$ cat config.mk
export PLATFORM = sky130hd
export DESIGN_NAME = InstructionDecoder
export DESIGN_NICKNAME = d
export VERILOG_FILES = /design/src/common/CpuPackage.sv /design/src/verilog/InstructionDecoder.sv
export VERILOG_INCLUDE_DIRS = /design/src /design/src/common
export SDC_FILE = /design/constraint.sdc
export NUM_CORES = 1
export LEC_CHECK = 0
export BUFFER_PORTS_ARGS = -buffer_cell sky130_fd_sc_hd__buf_2
export CORE_MARGIN = 2
export CORE_UTILIZATION = 30
export DETAILED_ROUTE_END_ITERATION = 6
export PLACE_DENSITY_LB_ADDON = 0.1
export SLEW_MARGIN = 20
export SYNTH_ARGS = -nofsm -noshare
export SYNTH_HDL_FRONTEND = slang
export SYNTH_SLANG_ARGS = --single-unit
$ cat constraint.sdc
create_clock -name vclk -period 1.29
set_input_delay 0.129 -clock vclk [all_inputs]
set_output_delay 0.129 -clock vclk [all_outputs]
set_load 0.005 [all_outputs]
$ cat src/common/cpu_consts.svh
`ifndef CPU_CONSTS_SVH
`define CPU_CONSTS_SVH

// Address map
`define RESET_VECTOR 32'd1024
`define DATA_BASE 32'd1024
`define DISPLAY_ADDRESS 32'd256
`define MEM_WORDS 1024
`define LINK_REG 5'd31

// Opcodes
`define OP_RTYPE 6'h00
`define OP_J 6'h02
`define OP_JAL 6'h03
`define OP_BEQ 6'h04
`define OP_BNE 6'h05
`define OP_BLEZ 6'h06
`define OP_BGTZ 6'h07
`define OP_ADDI 6'h08
`define OP_SLTI 6'h0a
`define OP_ANDI 6'h0c
`define OP_ORI 6'h0d
`define OP_XORI 6'h0e
`define OP_LW 6'h23
`define OP_SW 6'h2b

// Funct codes of R-type instructions
`define FN_SLL 6'h00
`define FN_SRL 6'h02
`define FN_SRA 6'h03
`define FN_JR 6'h08
`define FN_ADD 6'h20
`define FN_SUB 6'h22
`define FN_AND 6'h24
`define FN_OR 6'h25
`define FN_XOR 6'h26
`define FN_NOR 6'h27
`define FN_SLT 6'h2a

`endif
$ cat src/common/CpuPackage.sv
`default_nettype none

package CpuPackage;

	// Data, address and instruction words
	typedef logic [31:0] word_t;

	// Register index and shift amount fields
	typedef logic [4:0] regAddr_t;
	typedef logic [4:0] shamt_t;

	// Operations the ALU can perform
	typedef enum logic [3:0] {
		aluAdd,
		aluSub,
		aluAnd,
		aluOr,
		aluXor,
		aluNor,
		aluSlt,
		aluSll,
		aluSrl,
		aluSra,
		aluPass
	} aluOp_t;

	// Branch condition evaluated in execute
	typedef enum logic [2:0] {
		branchNone,
		branchEq,
		branchNe,
		branchLez,
		branchGtz,
		branchJump,
		branchJumpReg
	} branchMode_t;

	// Where the writeback value comes from
	typedef enum logic [1:0] {
		writeNone,
		writeAluResult,
		writeMemData,
		writeLinkAddress
	} writeSource_t;

	typedef enum logic [1:0] {
		memNone,
		memRead,
		memWrite
	} memOp_t;

endpackage

`default_nettype wire

$ cat src/verilog/InstructionDecoder.sv
`default_nettype none
`include "cpu_consts.svh"

module InstructionDecoder (
	input CpuPackage::word_t instruction,
	output CpuPackage::regAddr_t rsAddress,
	output CpuPackage::regAddr_t rtAddress,
	output CpuPackage::regAddr_t destAddress,
	output CpuPackage::word_t immediate,
	output logic [25:0] jumpTarget,
	output CpuPackage::shamt_t shamt,
	output CpuPackage::aluOp_t aluOp,
	output logic useImmediate,
	output logic registerWrite,
	output CpuPackage::writeSource_t writeSource,
	output CpuPackage::memOp_t memOp,
	output CpuPackage::branchMode_t branchMode
);
	import CpuPackage::*;

	logic [5:0] opcode;
	logic [5:0] funct;
	regAddr_t rsField;
	regAddr_t rtField;
	regAddr_t rdField;
	logic signExtend;
	logic readsRs;
	logic readsRt;

	assign opcode = instruction[31:26];
	assign funct = instruction[5:0];
	assign rsField = instruction[25:21];
	assign rtField = instruction[20:16];
	assign rdField = instruction[15:11];

	always_comb begin
		// Defaults describe a no-op
		aluOp = aluPass;
		useImmediate = 1'b0;
		signExtend = 1'b1;
		registerWrite = 1'b0;
		writeSource = writeNone;
		memOp = memNone;
		branchMode = branchNone;
		destAddress = rtField;
		readsRs = 1'b0;
		readsRt = 1'b0;
		case (opcode)
			`OP_RTYPE: begin
				readsRs = 1'b1;
				readsRt = 1'b1;
				registerWrite = 1'b1;
				writeSource = writeAluResult;
				destAddress = rdField;
				case (funct)
					`FN_ADD: aluOp = aluAdd;
					`FN_SUB: aluOp = aluSub;
					`FN_AND: aluOp = aluAnd;
					`FN_OR: aluOp = aluOr;
					`FN_XOR: aluOp = aluXor;
					`FN_NOR: aluOp = aluNor;
					`FN_SLT: aluOp = aluSlt;
					`FN_SLL: aluOp = aluSll;
					`FN_SRL: aluOp = aluSrl;
					`FN_SRA: aluOp = aluSra;
					`FN_JR: begin
						readsRt = 1'b0;
						registerWrite = 1'b0;
						writeSource = writeNone;
						branchMode = branchJumpReg;
					end
					default: begin
						readsRs = 1'b0;
						readsRt = 1'b0;
						registerWrite = 1'b0;
						writeSource = writeNone;
					end
				endcase
			end
			`OP_ADDI, `OP_SLTI, `OP_ANDI, `OP_ORI, `OP_XORI: begin
				readsRs = 1'b1;
				useImmediate = 1'b1;
				registerWrite = 1'b1;
				writeSource = writeAluResult;
				// Logic immediates are zero-extended
				signExtend = opcode == `OP_ADDI || opcode == `OP_SLTI;
				case (opcode)
					`OP_ADDI: aluOp = aluAdd;
					`OP_SLTI: aluOp = aluSlt;
					`OP_ANDI: aluOp = aluAnd;
					`OP_ORI: aluOp = aluOr;
					default: aluOp = aluXor;
				endcase
			end
			`OP_LW: begin
				readsRs = 1'b1;
				useImmediate = 1'b1;
				aluOp = aluAdd;
				registerWrite = 1'b1;
				writeSource = writeMemData;
				memOp = memRead;
			end
			`OP_SW: begin
				readsRs = 1'b1;
				readsRt = 1'b1;
				useImmediate = 1'b1;
				aluOp = aluAdd;
				memOp = memWrite;
			end
			`OP_BEQ, `OP_BNE, `OP_BLEZ, `OP_BGTZ: begin
				// Compared as rs minus rt, with rt zero for BLEZ and BGTZ
				readsRs = 1'b1;
				readsRt = 1'b1;
				aluOp = aluSub;
				case (opcode)
					`OP_BEQ: branchMode = branchEq;
					`OP_BNE: branchMode = branchNe;
					`OP_BLEZ: branchMode = branchLez;
					default: branchMode = branchGtz;
				endcase
			end
			`OP_J: branchMode = branchJump;
			`OP_JAL: begin
				branchMode = branchJump;
				registerWrite = 1'b1;
				writeSource = writeLinkAddress;
				destAddress = `LINK_REG;
			end
			default: begin
			end
		endcase
	end

	// Unused source fields read register zero so nothing forwards into them
	assign rsAddress = readsRs ? rsField : '0;
	assign rtAddress = readsRt ? rtField : '0;
	assign immediate = signExtend ? {{16{instruction[15]}}, instruction[15:0]}
		: {16'd0, instruction[15:0]};
	assign jumpTarget = instruction[25:0];
	assign shamt = instruction[10:6];

endmodule

`default_nettype wire

-- After elaboration in Yosys (flattened, before gate mapping)
Cells that the tools add are included.
- register bits: 0
- equality and inequality tests: 23
- multiplexer cells: 20
- reduce and logical (&&, ||, !) cells: 13
- operators with widths (operator ; count):
    equality test 6 bit (second input constant) ; 9
    case mux 4 bit (10 select lines) ; 1
    equality test 6 x 4 -> 1 bit (second input constant) ; 6
    2-to-1 mux 32 bit ; 1
    equality test 6 x 2 -> 1 bit (second input constant) ; 4
    equality test 6 x 3 -> 1 bit (second input constant) ; 4
    OR reduction 11 bit ; 2
    case mux 3 bit (3 select lines) ; 2
    case mux 4 bit (4 select lines) ; 1
    OR reduction 7 bit ; 2
    logical NOT 6 bit ; 2
    case mux 3 bit (4 select lines) ; 1
    2-to-1 mux 5 bit ; 2
    case mux 5 bit (2 select lines) ; 1
    OR reduction 10 bit ; 1
    OR reduction 5 bit ; 2
    case mux 2 bit (4 select lines) ; 1
    case mux 1 bit (2 select lines) ; 3
    2-to-1 mux 1 bit ; 5
    case mux 2 bit (2 select lines) ; 1
    OR reduction 2 bit ; 2
    OR reduction 4 bit ; 1
    2-to-1 mux 3 bit ; 1
    logical OR 1 bit ; 1

-- Depth between registers and ports, before layout
Gate-level depths: netlist (run 1).
- depth after elaboration: 5
- mapped depth: 5
- gate-level depth less buffers: 4

-- Worst setup path after synthesis (run 1)
OpenSTA, ideal clock, no wires.
- kind: input port to output port
- start point: in instruction[30]
- end point: out immediate[17]
- data arrival time: 1.284 ns
- data required time: 1.161 ns
- setup slack: -0.123 ns
- stages on the path: 5
- cells stage by stage: nor2_1 > clkbuf_1 > nand2_1 > o21a_1 > buf_4
- longest elaborated chain between the ends: 4
- elaborated cells on any way between the ends: 9
- those cells by class: eq/ne: 5; mux: 2; reduce/logical: 2
- RTL lines (element ; RTL line ; text):
    from (decl) ; InstructionDecoder.sv:5 ; input CpuPackage::word_t instruction,
    equality test 6 x 4 -> 1 bit ; InstructionDecoder.sv:48 ; case (opcode)
    OR reduction 5 bit / logical OR 1 bit (equally long branches) ; n/a ;
    2-to-1 mux 1 bit (*) ; InstructionDecoder.sv:48 ;
    2-to-1 mux 32 bit (*) ; InstructionDecoder.sv:137 ; assign immediate = signExtend ? {{16{instruction[15]}}, instruction[15:0]}
    to (decl) ; InstructionDecoder.sv:9 ; output CpuPackage::word_t immediate,
Every way passes the cells marked *; elsewhere a longest branch is shown, timed or not.

-- Worst setup path in the final report (run 1)
- start point: in instruction[28]
- end point: out aluOp[2]
- longest elaborated chain between the ends: 3
- elaborated cells on any way between the ends: 17
- those cells by class: eq/ne: 11; mux: 2; reduce/logical: 4
- RTL lines (element ; RTL line ; text):
    equality test 6 x 4 -> 1 bit (tied with other cells) ; InstructionDecoder.sv:48, InstructionDecoder.sv:87 ;
    case mux 3 bit (4 select lines) (tied with other cells) ; InstructionDecoder.sv:87 ; case (opcode)
    case mux 4 bit (4 select lines) (*) ; InstructionDecoder.sv:48 ;
    to (decl) ; InstructionDecoder.sv:12 ; output CpuPackage::aluOp_t aluOp,
Marked as above.

==> results of run 1 <==
[power groups by stage]
stage | sequential, µW | combinational [µW] | clock [µW]
after detailed placement | 0 | 405 | 0
after CTS | 0 | 438 | 0
after floorplan | 0 | 313 | 0
after global placement | 0 | 403 | 0
final | 0 | 462 | 0
after global routing | 0 | 509 | 0
[per-layer routing]
layer / global-route usage / vias to the layer above / part of all wire
li1: - / 652 / -
met1: 0.172 / 584 / 0.42
met2: 0.239 / 48 / 0.52
met3: 0.00852 / 2 / 0.058
met4: 0.0156 / 0 / 0.0042
met5: 0 / - / 0
[cell usage after synthesis, types with 2 or more instances]
library cell / number
and3_1: 2
nor3_1: 3
and2_1: 7
o21ai_0: 5
nand3_1: 14
clkbuf_1: 6
o21a_1: 2
a31o_2: 2
nor2_1: 7
nand2_1: 14
nand3b_1: 2
xor2_1: 2
buf_2: 3
inv_1: 5
a21boi_0: 5
mux2_2: 2
a21oi_1: 3
buf_4: 62
[path summary, 6_finish.rpt]
kind	slack, ps	cells past startpoint	to	start
min	260	0	shamt[4]	instruction[10]
max	-210	6	aluOp[2]	instruction[28]
[critical path, stage by stage]
cell,delay (ps)
buf_8,100
nor4_4,350
nand3b_4,140
or3_4,410
o22ai_2,110
buf_2,130
[area by class of cell]
cell class,count,area [µm²],area share
multi-input combinational,94,712,0.446
tap,48,60.1,0.0376
inverter,5,18.8,0.0118
timing repair buffer,135,806,0.505
[through the flow]
step / util / instance area, µm² / worst slack, ps
2_1_floorplan: - / 1150 / -53.5
3_5_place_dp: 0.382 / 1400 / -326
4_1_cts: 0.411 / 1500 / -281
3_3_place_gp: 0.382 / 1400 / -301
5_1_grt: 0.436 / 1600 / -288
6_report: 0.436 / 1600 / -208
[cells by family (layout without fill, tap and decap cells)]
| logic type | after synthesis | in the layout | synth area share |
|---|---|---|---|
| buffers and inverters | 76 | 140 | 0.456 |
| and+or+nand+nor | 58 | 58 | 0.291 |
| muxes | 3 | 3 | 0.0284 |
| xor gates and xnor gates | 3 | 3 | 0.0230 |
| AOI/OAI and AO/OA | 30 | 30 | 0.202 |
[what timing repair did]
item	4_1_cts	5_1_grt
resized for setup	24	11
setup buffers	3	7
pin swaps	10	16
endpoints found under the setup margin	39	40
==> flow_summary.ini, run 1 <==
[outcome]
status = complete, but fails checks
violations = setup timing

[die]
ioPinCount = 123
fp.dieH_um = 65.8
dieArea_mm2 = 0.00433
die_w_um = 65.8
rows = 22
core_mm2 = 0.00366
start_util = 0.313

[timing]
max_slew_margin = 0.784
tightest_slew_ps = 322
setup_tns_ps = -2350
setup_viol = 18
rsz0062_at_grt = true
setup_ws_ps = -208
slew_violations = 0
finalCritPeriodShare = 1.16
fmax_mhz = 668
period_minus_slack_ps = 1500
finalHoldViolations = 0
whs_ps = 258

[power_and_ir_drop]
p_switching_uw = 216
p_leak_uw = 0.000925
pwr-share-seq = 0
peakVddDrop_mv = 0.145
power_uw = 462
clkPwrFrac = 0
pwr_density_cell_mw_per_mm2 = 289
intPower_uw = 246
p_sw_frac = 0.467
combinationalPowerShare = 1.000

[synth]
yosysWarningCount = 0
synth_area_per_cell_um2 = 6.73
synth_top_cell_area_share = 0.407
netlist_instances = 170
synthTopCellsByArea = buf_4, nand3_1, nand2_1
ys_types = 42
synth_area_mm2 = 0.00114
yosysSeqAreaShare = 0
yosysTopAreaCell = buf_4
syn-num-nets = 202

[placed_design]
dpl.cell_count = 274
hpwl_um = 2700
portBuffers = 103
globalplace.congestion = 0.747

[worst_setup_path]
cp-start-kind = input pin
worst_setup_path_end_kind = primary output
path_max_fanout = 5
critPathRequiredTime_ps = 1160
arrival_ps = 1370
worstSetupPathType = in2out

[global_routing]
antenna_found_initial = 0
grt_max_degree = 17
grt_overflow = 0
grt.total_usage = 0.131
grt_pass1_vias = 1053
grt_pass1_wl_um = 4750

[flow_run]
maxCapViolations = 0

[routing]
drc = 0
first_pass_iters = 4
num_vias = 1286
postRouteAntennaNets = 0
wl_um = 3300
wl_per_cell_um = 11.7
initialDrtViolationCount = 62
viasPerCell = 4.56

[layout]
layout.cells.non_filler = 282
numSequentialCells = 0
mostFrequentLayoutCell = buf_2
antenna_cells = 0
most-common-layout-cells = buf_2, buf_4, nand3_1
seqCellArea_um2 = 0
fillers = 388
area_growth_pct = 39.5
finalNetCount = 268
layout-drive-gt1-share = 0.675
n_clock_buffer = 0

[clock_tree]
cts_hold_buf = 0

[worst_hold_path]
holdCritPathClass = in2out
Note: power is estimated with default switching activity, not from simulation.
==> run 2, diff against run 1 <==
==> constraint.sdc (replaced) <==
create_clock -name vclk -period 1.29
set_input_delay 0.0645 -clock vclk [all_inputs]
set_output_delay 0.0645 -clock vclk [all_outputs]
set_load 0.005 [all_outputs]
==> flow_summary.ini, run 2 (synthesis gave the netlist of run 1 again) <==
[die]
die_w_um = 65.8
ioPinCount = 123
rows = 22
dieArea_mm2 = 0.00433
core_mm2 = 0.00366
fp.dieH_um = 65.8
start_util = 0.313

[outcome]
violations = setup timing
status = complete, but fails checks

[layout]
layout-drive-gt1-share = 0.671
mostFrequentLayoutCell = buf_2
final_util = 0.423
area_growth_pct = 35.2
antenna_cells = 0
finalNetCount = 259
numSequentialCells = 0
n_clock_buffer = 0
seqCellArea_um2 = 0
fillers = 394
fin_area_mm2 = 0.00155
most-common-layout-cells = buf_2, buf_4, nand2_1, nand3_1, buf_6

[routing]
first_pass_iters = 4
drc = 0
postRouteAntennaNets = 0
initialDrtViolationCount = 51
wl_um = 3180
num_vias = 1235
wl_per_cell_um = 11.6
viasPerCell = 4.52

[timing]
max_slew_margin = 0.769
setup_ws_ps = -111
period_minus_slack_ps = 1400
tightest_slew_ps = 344
finalHoldViolations = 0
setup_viol = 9
fmax_mhz = 714
slew_violations = 0
finalCritPeriodShare = 1.09
rsz0062_at_grt = true

[worst_setup_path]
cpPeakStageDelay_ps = 410
cp_cell_sequence = buf_6 > mux2_4 > o221a_4 > or3_4 > o22ai_2 > buf_2
crit_path_top_delay_cell = or3_4
critPathRequiredTime_ps = 1230
path_buf_inv = 2
arrival_ps = 1340
critPathTopFamily = simple AND/OR/NAND/NOR gates
path_max_fanout = 3
worst_setup_path_end_kind = primary output
cp-start-kind = input pin
worstSetupPathType = in2out

[global_routing]
grt.total_usage = 0.134
grt_pass1_vias = 1100
grt_max_degree = 17
grt_pass1_wl_um = 4860
grt_overflow = 0
antenna_found_initial = 0

[placed_design]
portBuffers = 103
hpwl_um = 2670
place_area_mm2 = 0.00138
globalplace.congestion = 0.735

[power_and_ir_drop]
peakVddDrop_mv = 0.169
pwr_density_cell_mw_per_mm2 = 288
power_uw = 446
p_leak_uw = 0.000898

[flow_run]
maxCapViolations = 0

[worst_hold_path]
holdCritPathClass = in2out
[run 2: changes by cell type in the layout (fill, tap and decap cells not counted), sizes merged]
cell / before / now
buf: 135 / 126
[run 2: power by group]
group	internal (µW)	switching, µW	leakage, µW
Clock	0	0	0
Sequential	0	0	0
Combinational	233	213	0.000898
[run 2: layout make-up]
type | instances | area, µm² | share of cell area
inverters | 5 | 18.8 | 0.0121
multi-input cells | 94 | 719 | 0.465
well taps | 48 | 60.1 | 0.0388
repair buffers | 126 | 749 | 0.484
[run 2: path summary, 6_finish.rpt]
| check | startpoint | depth (start not counted) | to | slack [ps] |
|---|---|---|---|---|
| max | instruction[5] | 6 | aluOp[2] | -110 |
| min | instruction[6] | 0 | immediate[6] | 130 |
[run 2: per-stage QoR]
step	hold slack, ps	worst slack [ps]	TNS, ps	std cells
2_1_floorplan	160	6.09	0	170
3_3_place_gp	129	-154	-2430	270
3_5_place_dp	129	-198	-2720	270
4_1_cts	129	-142	-838	270
5_1_grt	129	-156	-1440	273
6_report	129	-111	-715	273
[run 2: routing by layer]
layer | wire [µm] | global-route usage | share of wire
met1 | 1330 | 0.176 | 0.42
met2 | 1660 | 0.253 | 0.52
met3 | 186 | 0.00341 | 0.059
met4 | 2 | 0.00521 | 0.00063
met5 | 0 | 0 | 0
[run 2: what timing repair did]
| action | CTS | global route |
|---|---|---|
| resized for setup | 12 | 28 |
| gates cloned | 0 | 0 |
| buffers inserted | 0 | 4 |
| hold endpoints to repair | 0 | 0 |
| hold buffers | 0 | 0 |
| pin swaps | 7 | 15 |
| setup endpoints to repair | 38 | 39 |
